[config.mk]
export PLATFORM = sky130hd
export DESIGN_NAME = pi_ctrl_top
export DESIGN_NICKNAME = d
export VERILOG_FILES = /design/src/rtl/pi_ctrl_pkg.sv /design/src/rtl/pi_cmd_if.sv /design/src/rtl/pi_ctrl_top.sv /design/src/rtl/pi_code_decode.sv /design/src/rtl/pi_phase_accum.sv /design/src/rtl/pi_step_decode.sv
export VERILOG_INCLUDE_DIRS = /design/src /design/src/rtl
export SDC_FILE = /design/constraint.sdc
export NUM_CORES = 1
export LEC_CHECK = 0
export BUFFER_PORTS_ARGS = -buffer_cell sky130_fd_sc_hd__buf_2
export CELL_PAD_IN_SITES_DETAIL_PLACEMENT = 0
export CELL_PAD_IN_SITES_GLOBAL_PLACEMENT = 1
export CORE_MARGIN = 3
export CORE_UTILIZATION = 39
export CTS_CLUSTER_SIZE = 10
export DETAILED_ROUTE_END_ITERATION = 7
export GPL_TIMING_DRIVEN = 0
export HOLD_SLACK_MARGIN = 0.1
export PLACE_DENSITY_LB_ADDON = 0.12
export SYNTH_ARGS = -nofsm -noshare
export SYNTH_HDL_FRONTEND = slang
export SYNTH_SLANG_ARGS = --single-unit
export TNS_END_PERCENT = 20
[constraint.sdc]
create_clock -name clk -period 4.8 [get_ports clk]
set_clock_uncertainty 0.2 [all_clocks]
set_input_delay 0.24 -clock clk [delete_from_list [all_inputs] [get_ports clk]]
set_output_delay 0.24 -clock clk [all_outputs]
set_load 0.02 [all_outputs]
[src/rtl/pi_ctrl_macros.svh]
`ifndef PI_CTRL_MACROS_SVH
`define PI_CTRL_MACROS_SVH

// ------------------------------------------------------------------------
// step hold-off
// ------------------------------------------------------------------------
// cycles after an accepted step or load in which requests are dropped
`define PI_STEP_GAP 4

// ------------------------------------------------------------------------
// command operation codes, carried on the decode to execute bus
// ------------------------------------------------------------------------
`define PI_OP_UP   2'd0   // advance phase by one
`define PI_OP_DN   2'd1   // retard phase by one
`define PI_OP_LOAD 2'd2   // jump to load_code

`endif
[src/rtl/pi_ctrl_pkg.sv]
`default_nettype none

package pi_ctrl_pkg;

  // ------------------------------------------------------------------------
  // phase position and its encodings
  // ------------------------------------------------------------------------
  typedef logic [3:0] pi_phase_t;   // binary position 0..15, wraps
  typedef logic [3:0] pi_gray_t;    // reflected gray of pi_phase_t

  typedef logic [1:0] pi_op_t;      // holds one PI_OP_* code

  // interpolator control codes
  typedef logic [7:0] pi_thermo_t;  // thermometer for the eight-phase stage
  typedef logic [6:0] pi_sel_t;     // two-phase stage select

  // filter band and the capacitance selection it maps to
  // 0 = fastest band, 3 = slowest band
  typedef logic [1:0] pi_filter_t;
  typedef logic [3:1] pi_cap_t;     // bits 3 down to 1, as on the macro

  // step hold-off machine
  typedef enum logic {
    HOLD_IDLE,                      // requests may be taken
    HOLD_WAIT                       // settling, requests dropped
  } pi_hold_e;

endpackage

`default_nettype wire

[src/rtl/pi_cmd_if.sv]
`timescale 1ns/10ps
`default_nettype none

// one phase command per strobe, no back-pressure
interface pi_cmd_if;
  import pi_ctrl_pkg::*;

  logic      valid;  // single cycle strobe
  pi_op_t    op;     // PI_OP_* code, only meaningful with valid
  pi_phase_t code;   // load target, only meaningful with valid
  logic      test;   // registered test mode level

  // decode side
  modport master (
    output valid, op, code, test
  );

  // execute side
  modport slave (
    input valid, op, code, test
  );

endinterface

`default_nettype wire

[src/rtl/pi_ctrl_top.sv]
`timescale 1ns/10ps
`default_nettype none

module pi_ctrl_top (
  input  logic                    clk,
  input  logic                    reset,
  input  logic                    enable,
  input  logic                    step_up,
  input  logic                    step_dn,
  input  logic                    load,
  input  pi_ctrl_pkg::pi_phase_t  load_code,
  input  logic                    test_enable,
  input  pi_ctrl_pkg::pi_filter_t filter_code,
  output pi_ctrl_pkg::pi_phase_t  phase_code,
  output pi_ctrl_pkg::pi_thermo_t sp,
  output pi_ctrl_pkg::pi_thermo_t sn,
  output pi_ctrl_pkg::pi_sel_t    selp,
  output pi_ctrl_pkg::pi_sel_t    seln,
  output pi_ctrl_pkg::pi_cap_t    scp,
  output pi_ctrl_pkg::pi_cap_t    scn
);
  import pi_ctrl_pkg::*;

  pi_gray_t gray_code;   // execute to result hand-over
  logic     gray_upd;

  pi_cmd_if cmd_bus ();  // decode to execute

  pi_step_decode u_step_decode (
    .clk, .reset, .step_up, .step_dn, .load, .load_code, .test_enable,
    .cmd (cmd_bus.master)
  );

  pi_phase_accum u_phase_accum (
    .clk, .reset,
    .cmd (cmd_bus.slave),
    .phase_code, .gray_code, .gray_upd
  );

  // test level rides the command bus
  pi_code_decode u_code_decode (
    .clk, .reset, .enable, .gray_code, .gray_upd,
    .test (cmd_bus.test),
    .filter_code,
    .sp, .sn, .selp, .seln, .scp, .scn
  );

endmodule

`default_nettype wire

[src/rtl/pi_code_decode.sv]
`timescale 1ns/10ps
`default_nettype none

module pi_code_decode (
  input  logic                    clk,
  input  logic                    reset,
  input  logic                    enable,       // low forces decode of gray 0
  input  pi_ctrl_pkg::pi_gray_t   gray_code,
  input  logic                    gray_upd,
  input  logic                    test,         // test mode level
  input  pi_ctrl_pkg::pi_filter_t filter_code,
  output pi_ctrl_pkg::pi_thermo_t sp,
  output pi_ctrl_pkg::pi_thermo_t sn,
  output pi_ctrl_pkg::pi_sel_t    selp,
  output pi_ctrl_pkg::pi_sel_t    seln,
  output pi_ctrl_pkg::pi_cap_t    scp,
  output pi_ctrl_pkg::pi_cap_t    scn
);
  import pi_ctrl_pkg::*;

  pi_gray_t   sync1;       // first sync stage
  pi_gray_t   sync2;       // second sync stage, drives all decode
  pi_filter_t filter_q;
  pi_phase_t  bin;         // sync2 back in binary
  logic [3:0] ones;        // thermometer length, 0..8
  logic [3:0] upd_cnt;     // running count of gray updates

  // ------------------------------------------------------------------------
  // gray sync, cleared while disabled
  // ------------------------------------------------------------------------
  always_ff @(posedge clk) begin
    if (reset || !enable) begin
      sync1 <= '0;
      sync2 <= '0;
    end else begin
      sync1 <= gray_code;
      sync2 <= sync1;
    end
  end

  always_ff @(posedge clk) begin
    if (reset) begin
      filter_q <= '0;
      upd_cnt  <= '0;
    end else begin
      filter_q <= filter_code;
      if (gray_upd) upd_cnt <= upd_cnt + 4'd1;
    end
  end

  // ------------------------------------------------------------------------
  // eight-phase thermometer
  // ------------------------------------------------------------------------
  always_comb begin
    bin[3] = sync2[3];
    for (int i = 2; i >= 0; i--) bin[i] = bin[i+1] ^ sync2[i];
    ones = (bin <= 4'd8) ? bin : 4'd0 - bin;  // 16 - p folds the top half
    for (int i = 0; i < 8; i++) sp[i] = (i < ones);
  end

  assign sn = ~sp;

  // ------------------------------------------------------------------------
  // two-phase select, with the special test decode
  // ------------------------------------------------------------------------
  always_comb begin
    casez ({sync2[3:2], test})
      3'b0?0:  seln = 7'b101_0011;  // interpolate a and b
      3'b1?0:  seln = 7'b101_1010;  // interpolate b and c
      3'b001:  seln = 7'b000_0011;  // clk a only
      3'b111:  seln = 7'b001_0000;  // clk b only
      3'b011:  seln = 7'b001_0000;  // clk b only
      default: seln = 7'b100_1000;  // 101, clk c only
    endcase
  end

  assign selp = ~seln;

  // filter capacitance, more caps for slower bands
  always_comb begin
    case (filter_q)
      2'd0:    scn = 3'b000;
      2'd1:    scn = 3'b001;
      2'd2:    scn = 3'b011;
      default: scn = 3'b111;
    endcase
  end

  assign scp = ~scn;

  // ------------------------------------------------------------------------
  // checks
  // ------------------------------------------------------------------------
  // stage 2 moves only two cycles after an update or around an enable edge
  a_sync_cause: assert property (@(posedge clk) disable iff (reset)
    $changed(sync2) |-> ($past(upd_cnt) != $past(upd_cnt, 2)) ||
                        ($past(enable) != $past(enable, 3)));

  // thermometer never has holes
  a_thermo_run: assert property (@(posedge clk) disable iff (reset)
    ((sp + 8'd1) & sp) == 8'd0);

endmodule

`default_nettype wire

[src/rtl/pi_phase_accum.sv]
`timescale 1ns/10ps
`default_nettype none
`include "pi_ctrl_macros.svh"

module pi_phase_accum (
  input  logic                   clk,
  input  logic                   reset,
  pi_cmd_if.slave                cmd,
  output pi_ctrl_pkg::pi_phase_t phase_code,
  output pi_ctrl_pkg::pi_gray_t  gray_code,
  output logic                   gray_upd
);
  import pi_ctrl_pkg::*;

  pi_phase_t phase_nxt;  // position after this cycle's command
  pi_gray_t  gray_nxt;

  // ------------------------------------------------------------------------
  // position update, modulo 16
  // ------------------------------------------------------------------------
  always_comb begin
    phase_nxt = phase_code;
    if (cmd.valid) begin
      case (cmd.op)
        `PI_OP_UP:   phase_nxt = phase_code + 4'd1;  // 15 wraps to 0
        `PI_OP_DN:   phase_nxt = phase_code - 4'd1;  // 0 wraps to 15
        `PI_OP_LOAD: phase_nxt = cmd.code;
        default:     phase_nxt = phase_code;         // unused code, hold
      endcase
    end
  end

  // reflected gray, one bit flips per step
  assign gray_nxt = pi_gray_t'(phase_nxt ^ (phase_nxt >> 1));

  always_ff @(posedge clk) begin
    if (reset) begin
      phase_code <= '0;
      gray_code  <= '0;
      gray_upd   <= 1'b0;
    end else begin
      phase_code <= phase_nxt;
      gray_code  <= gray_nxt;        // registered with the position
      gray_upd   <= cmd.valid;       // marks the new gray_code cycle
    end
  end

  // ------------------------------------------------------------------------
  // checks
  // ------------------------------------------------------------------------
  // a single step never moves more than one gray bit, wrap included;
  // the interpolator relies on this to avoid glitching phases
  a_gray_one_bit: assert property (@(posedge clk) disable iff (reset)
    cmd.valid && (cmd.op == `PI_OP_UP || cmd.op == `PI_OP_DN)
    |=> $countones(gray_code ^ $past(gray_code)) == 1);

endmodule

`default_nettype wire

[src/rtl/pi_step_decode.sv]
`timescale 1ns/10ps
`default_nettype none
`include "pi_ctrl_macros.svh"

module pi_step_decode (
  input  logic                  clk,
  input  logic                  reset,
  input  logic                  step_up,
  input  logic                  step_dn,
  input  logic                  load,
  input  pi_ctrl_pkg::pi_phase_t load_code,
  input  logic                  test_enable,
  pi_cmd_if.master              cmd
);
  import pi_ctrl_pkg::*;

  localparam int unsigned GAP_W = $clog2(`PI_STEP_GAP + 1);

  logic             up_q;      // registered requests
  logic             dn_q;
  logic             ld_q;
  pi_phase_t        code_q;    // registered load target
  logic             take;      // request accepted this cycle
  pi_op_t           op_nxt;
  pi_hold_e         state;
  logic [GAP_W-1:0] gap_cnt;   // remaining hold-off cycles

  // ------------------------------------------------------------------------
  // request capture
  // ------------------------------------------------------------------------
  always_ff @(posedge clk) begin
    if (reset) begin
      up_q <= 1'b0;
      dn_q <= 1'b0;
      ld_q <= 1'b0;
    end else begin
      up_q <= step_up;
      dn_q <= step_dn;
      ld_q <= load;
    end
  end

  always_ff @(posedge clk) code_q <= load_code;

  // priority: load first, then a lone up or down; up+down is ignored
  always_comb begin
    take   = 1'b0;
    op_nxt = `PI_OP_UP;
    if (ld_q) begin
      take   = 1'b1;
      op_nxt = `PI_OP_LOAD;
    end else if (up_q && !dn_q) begin
      take   = 1'b1;
    end else if (dn_q && !up_q) begin
      take   = 1'b1;
      op_nxt = `PI_OP_DN;
    end
    if (state != HOLD_IDLE) take = 1'b0;  // settling, drop everything
  end

  // ------------------------------------------------------------------------
  // hold-off FSM and command register
  // ------------------------------------------------------------------------
  always_ff @(posedge clk) begin
    if (reset) begin
      state     <= HOLD_IDLE;
      gap_cnt   <= '0;
      cmd.valid <= 1'b0;
      cmd.test  <= 1'b0;
    end else begin
      cmd.valid <= take;
      cmd.test  <= test_enable;       // level, follows the pin
      case (state)
        HOLD_IDLE: if (take) begin
          state   <= HOLD_WAIT;
          gap_cnt <= GAP_W'(`PI_STEP_GAP - 1);
        end
        HOLD_WAIT: if (gap_cnt == '0) state <= HOLD_IDLE;
                   else gap_cnt <= gap_cnt - 1'b1;
        default:   state <= HOLD_IDLE;
      endcase
    end
  end

  always_ff @(posedge clk) begin
    cmd.op   <= op_nxt;              // payload, qualified by valid
    cmd.code <= code_q;
  end

  // spacing between commands seen by the execute stage
  a_step_gap: assert property (@(posedge clk) disable iff (reset)
    cmd.valid |=> !cmd.valid [*`PI_STEP_GAP]);

endmodule

`default_nettype wire

* After elaboration in Yosys (flattened, before gate mapping)
Index checks and enable logic that the tools add are counted.
** Cells by class
- Equal/unequal tests :: 10
- Bitwise operators :: 8
- Reductions and logical operators :: 13
- Shifts and indexed selects :: 0
- $add $sub $neg :: 4
- Multipliers :: 0
- $lt $le $gt $ge :: 9
- Mux-type cells :: 17
- Divide/modulo/power cells :: 0
** Operator list (count)
- $pmux 7 s4 :: 1
- $lt 3x4->1 const A :: 4
- $pmux 4 s3 :: 1
- $pmux 3 s3 :: 1
- $lt 1x4->1 const A :: 2
- $lt 2x4->1 const A :: 2
- $mux 4 :: 2
- $not 8->8 :: 1
- $mux 1 :: 7
- $not 7->7 :: 1
- $eq 2x2->1 const B :: 3
- $logic_not 2->1 :: 3
- $mux 3 :: 2
- $pmux 3 s2 :: 1
- $add 4x1->4 const B :: 1
- $eq 2x1->1 const B :: 2
- $le 4x4->1 const B :: 1
- $reduce_or 2->1 :: 2
- $sub 1x4->4 const A :: 1
- $sub 4x1->4 const B :: 1
- $xor 4x3->4 :: 1
- $eq 3x1->1 const B :: 1
- $eq 3x2->1 const B :: 1
- $eq 3x3->1 const B :: 1
- 13 further kinds :: 18
** Word-level totals
- Memory bits (writable) :: 0
- Word-level logic and storage cells :: 77
- Latch bits :: 0
- Memories :: 0
- ROM bits :: 0
- Flip-flop bits (word level) :: 37

* Logic depth before layout (Yosys ltp)
- Depth in word-level cells :: 8
- Depth in mapped cells :: 11
- Depth with buffers taken out :: 11

* By module
Synthesis repeated with hierarchy kept, for this count alone.
** Unflattened totals
- Cell total of the unflattened synthesis :: 196
- Area, all modules :: 1821.7 µm²
** Modules (own cells, without submodules)
- pi_step_decode :: seq. area each 380.4 µm², cells an instance 50, times used 1, area an instance 638.1 µm²
- pi_code_decode :: seq. area each 200.2 µm², cells an instance 83, times used 1, area an instance 634.4 µm²
- pi_phase_accum :: seq. area each 160.2 µm², cells an instance 63, times used 1, area an instance 549.3 µm²

* Worst setup path after synthesis
Ideal clock, no wire load.
- Kind :: reg-to-output
- Start :: register u_code_decode.sync2[3]
- End :: output port sn[4]
- Cell stages (with the launch flop) :: 11
- Buffers on the path :: 0
- Path slack :: 2.122 ns
- Arrival time :: 2.238 ns
- Cell sequence :: dfxtp_1 -> ha_1 -> inv_1 -> ha_1 -> inv_1 -> ha_1 -> a21boi_2 -> mux2i_1 -> a31oi_2 -> o21ai_1 -> inv_1
** Between the ends
- Longest elaborated chain between the ends :: 7
- Elaborated cells between the ends (all ways) :: 8
- Classes of those cells :: add/sub (1); order compare (2); mux (1); bitwise (4)
** Ends and longest elaborated chain
- start, declared :: RTL line pi_code_decode.sv:22 : pi_gray_t sync2;
- start signal, assigned :: RTL line pi_code_decode.sv:37 : sync2 <= sync1;
- $xor 1x1->1 (3 in series) :: RTL line pi_code_decode.sv:56 : for (int i = 2; i >= 0; i--) bin[i] = bin[i+1] ^ sync2[i];
- $sub 1x4->4 or $le 4x4->1 (tied branches) :: RTL line pi_code_decode.sv:57 : ones = (bin <= 4'd8) ? bin : 4'd0 - bin;
- $mux 4 * :: RTL line pi_code_decode.sv:57
- $lt 3x4->1 * :: RTL line pi_code_decode.sv:58 : for (int i = 0; i < 8; i++) sp[i] = (i < ones);
- named net sp[4] :: RTL line pi_ctrl_top.sv:15 : output pi_ctrl_pkg::pi_thermo_t sp,
- $not 8->8 * :: RTL line pi_code_decode.sv:61 : assign sn = ~sp;
- end, declared :: RTL line pi_ctrl_top.sv:16 : output pi_ctrl_pkg::pi_thermo_t sn,
Mark *: on every way through the listed nets, which the timed path passes. The rest lies on a longest branch.

* Worst setup path in the final report
- Start :: register u_code_decode.sync2[3]
- End :: output port sn[0]
** Between the ends
- Longest elaborated chain between the ends :: 7
- Elaborated cells between the ends (all ways) :: 8
- Classes of those cells :: add/sub (1); order compare (2); mux (1); bitwise (4)
** Ends and longest elaborated chain (RTL line)
- $xor 1x1->1 (3 in series) :: pi_code_decode.sv:56
- $sub 1x4->4 or $le 4x4->1 (tied branches) :: pi_code_decode.sv:57
- $mux 4 * :: pi_code_decode.sv:57
- $lt 1x4->1 * :: pi_code_decode.sv:58
- $not 8->8 * :: pi_code_decode.sv:61
Mark *: on every way between the ends. The rest lies on a longest branch, timed or not.

==> run_results.csv <==
group,metric,value,unit
worst_setup_path,crit_type,"flop to primary output",
floorplanning,chipHeight,71.3,microns
finish,fin_cells,306,
sta,fin_crit,2.99,ns
finish,fillers,387,
yosys,netlist_area,1660,sq um
yosys,netlist_instances,189,
global_route,antenna_found_initial,0,
yosys,ys_types,42,
finish,num_antenna_cells,0,
worst_setup_path,cp-start-kind,"flop",
placement,dp_hpwl,2150,microns
clocking,cts_root_buf,"clkbuf_8",
status,status,"completed",
finish,drive_above_1_share,27.7,%
worst_setup_path,crit_path_end_kind,"primary output",
worst_setup_path,cp.required,4.36,ns
clocking,clockBufferDepth,2,
drt,vias_per_cell,4.36,
drt,ant_nets,0,
worst_setup_path,path_max_fanout,7,
yosys,syn_avg_cell_area,8.80,sq um
power_and_ir_drop,total_power,678,uW
sta,fin_tns_setup,0,ns
placement,gp_congestion,0.790,
drt,num_vias,1333,
sta,fmax,335,MHz
sta,rsz0062_at_grt,"no",
yosys,synth-seq-area-share,43.3,%
clocking,clock_sinks,36,
sta,maxSlewViolCount,0,
floorplanning,io_pins,53,
floorplanning,die_x,71.3,microns
sta,hold_viol,0,
worst_setup_path,cp.arrival,2.55,ns
clocking,cts_buffers,5,
sta,final-setup-viol-count,0,
placement,placed_area,1970,sq um
clocking,htree_levels,2,
clocking,cts_resized,0,
drt,dr.pass1.iters,6,
drt,drt_iter0_markers,15,
finish,finalInstanceArea,2160,sq um
sta,fin_crit_sh,62.3,%
finish,areaGrowthSynthToFinish,30.0,%
clocking,insertion_delay,0.28,ns
power_and_ir_drop,power_density,313,nW/um^2
placement,io_buffers,47,
yosys,yosys_warnings,0,
yosys,synth-seq-cells,36,
sta,setup_ws,1.81,ns
drt,remaining_drc_errors,0,
floorplanning,fp-row-count,23,
drt,wire_per_inst,9.41,microns
global_route,grt-ovfl-total,0,
floorplanning,design.core.area,4060,sq um
clocking,clkSlewWorstSetupHoldPaths,0.07,ns
power_and_ir_drop,leakage,1.03,nW
global_route,grtUsageTotal,11.8,%
floorplanning,dieArea,5080,sq um
placement,pre_cts_ws,2.09,ns
drt,wl,2880,microns
floorplanning,start_util,41.0,%
run,maxCapViolCount,0,
global_route,grt_max_degree,12,
clocking,cts_tree,"yes",
power_and_ir_drop,peakVddDrop,0.226,mV
global_route,grt_pass1_vias,1138,
hold_path,hold_class,"flop to flop",
global_route,grt_pass1_wl,4780,microns
finish,nets,277,
placement,dp.cells,288,
area by class of cell:
cell class	count	area (sq um)	area share, %
flip-flops and latches	36	721	33.3
plain buffers	11	66.3	3.07
repair buffers	57	335	15.5
clock buffers	7	86.3	3.99
well taps	50	62.6	2.89
multi-input cells	115	774	35.8
inverters	29	109	5.03
clock inverters	1	7.51	0.347
path summary, 6_finish.rpt:
kind,start,endpoint,slack (ns),depth (start not counted)
max,u_code_decode.sync2[3],sn[0],1.81,11
min,u_step_decode.code_q[2],u_step_decode.cmd.code[2],0.13,0
max reg2reg,u_step_decode.cmd.op[1],u_phase_accum.gray_code[3],2.65,8
min reg2reg,u_step_decode.code_q[2],u_step_decode.cmd.code[2],0.13,0
placed cells by master, fill, tap and decap left out, drive strengths merged, types with 2 or more instances in the layout:
cell,n
nand2b,7
nand2,14
xnor2,2
nor3b,3
nor2,12
a21oi,8
a21boi,2
a31oi,2
mux2i,4
nor2b,13
clkbuf,9
o21ai,10
dfxtp,36
conb,4
nand3b,2
and2,8
ha,9
a22o,2
nor3,2
dlygate4sd3,10
buf,56
inv,29
flip-flops by register name (all words and copies together), names as in the netlist, 2 cells and up:
name                      cells
u_step_decode.cmd.op          2
u_phase_accum.gray_code       4
u_phase_accum.phase_code      3
u_code_decode.sync2           4
u_step_decode.gap_cnt         3
u_code_decode.filter_q        2
u_step_decode.code_q          4
u_step_decode.cmd.code        4
u_code_decode.sync1           4
layer usage:
layer	up-vias	global-route usage [%]	part of all wire (%)	wire length [microns]
met2	30	19.6	48	1380
met3	7	3.93	6.1	176
li1	727	-	-	-
met5	-	0	0	0
met4	0	5.01	1.7	49
met1	569	14.0	44	1270
kinds of logic (layout without fill, tap and decap cells):
| group | count (synthesis) | after routing | synth area share (%) |
|---|---|---|---|
| adders and majority gates | 9 | 9 | 6.77 |
| xor gates and xnor gates | 2 | 2 | 1.05 |
| buffers and inverters | 40 | 105 | 10.5 |
| and+or+nand+nor | 65 | 65 | 22.0 |
| AOI/OAI and AO/OA | 31 | 31 | 13.4 |
| muxes | 4 | 4 | 2.41 |
| DFF | 36 | 36 | 43.3 |
| other | 2 | 4 | 0.452 |
Yosys cell counts:
| cell type | instances | area share [%] |
|---|---|---|
| a22o_1 | 2 | 1.1 |
| nand2b_1 | 7 | 2.6 |
| o31ai_1 | 1 | 0.45 |
| a2111oi_4 | 1 | 1.7 |
| nor2b_4 | 1 | 0.83 |
| clkbuf_1 | 2 | 0.45 |
| inv_2 | 1 | 0.23 |
| nor3_2 | 1 | 0.60 |
| or2_2 | 1 | 0.38 |
| nor3_1 | 1 | 0.30 |
| a21boi_1 | 1 | 0.45 |
| ha_1 | 9 | 6.8 |
| buf_2 | 2 | 0.60 |
| a31oi_1 | 1 | 0.38 |
| mux2i_1 | 4 | 2.4 |
| nor2b_1 | 12 | 4.5 |
| a21o_1 | 1 | 0.45 |
| nor2_1 | 12 | 2.7 |
| nor4_1 | 1 | 0.38 |
| o21ai_0 | 3 | 0.90 |
| o21ai_1 | 6 | 1.8 |
| nand3b_1 | 2 | 0.90 |
| o221ai_1 | 1 | 0.53 |
| xnor2_1 | 2 | 1.1 |
| o22ai_1 | 1 | 0.38 |
| nor3b_1 | 3 | 1.4 |
| a221oi_1 | 1 | 0.53 |
| a31oi_2 | 1 | 0.75 |
| and2_1 | 8 | 3.0 |
| conb_1 | 2 | 0.45 |
| nand2_1 | 13 | 2.9 |
| a21oi_1 | 8 | 2.4 |
| inv_1 | 28 | 6.3 |
| and3_1 | 1 | 0.38 |
| a21boi_2 | 1 | 0.68 |
| buf_4 | 6 | 2.7 |
| dfxtp_1 | 36 | 43 |
| and4bb_1 | 1 | 0.75 |
| o21a_1 | 1 | 0.45 |
| buf_1 | 1 | 0.23 |
| nand2_2 | 1 | 0.38 |
| o21ai_2 | 1 | 0.53 |
power by group:
part	total [mW]	switching [mW]	internal, mW
Combinational	0.125	0.0673	0.0577
Clock	0.219	0.102	0.116
Sequential	0.334	0.0127	0.321
Total	0.678	0.182	0.495
stage by stage:
stage          utilization (%)  hold slack (ns)
3_3_place_gp              48.5            0.110
6_report                  53.3            0.127
3_5_place_dp              48.5            0.113
4_1_cts                   53.3            0.126
5_1_grt                   53.3            0.134
2_1_floorplan                -           0.0677
worst max-delay path, cell delays in order, from the launching register on:
cell,delay [ns]
dfxtp_1,0.37
ha_1,0.31
inv_1,0.05
ha_1,0.26
inv_1,0.05
ha_1,0.20
a21boi_2,0.19
mux2i_1,0.11
a31oi_2,0.25
nand2_2,0.14
nor3_2,0.15
buf_2,0.18
what timing repair did:
action                    4_1_cts  5_1_grt
setup buffers                   0        0
hold buffers                   10        0
hold endpoints to repair       10        0
(Power assumes the default switching activity.)
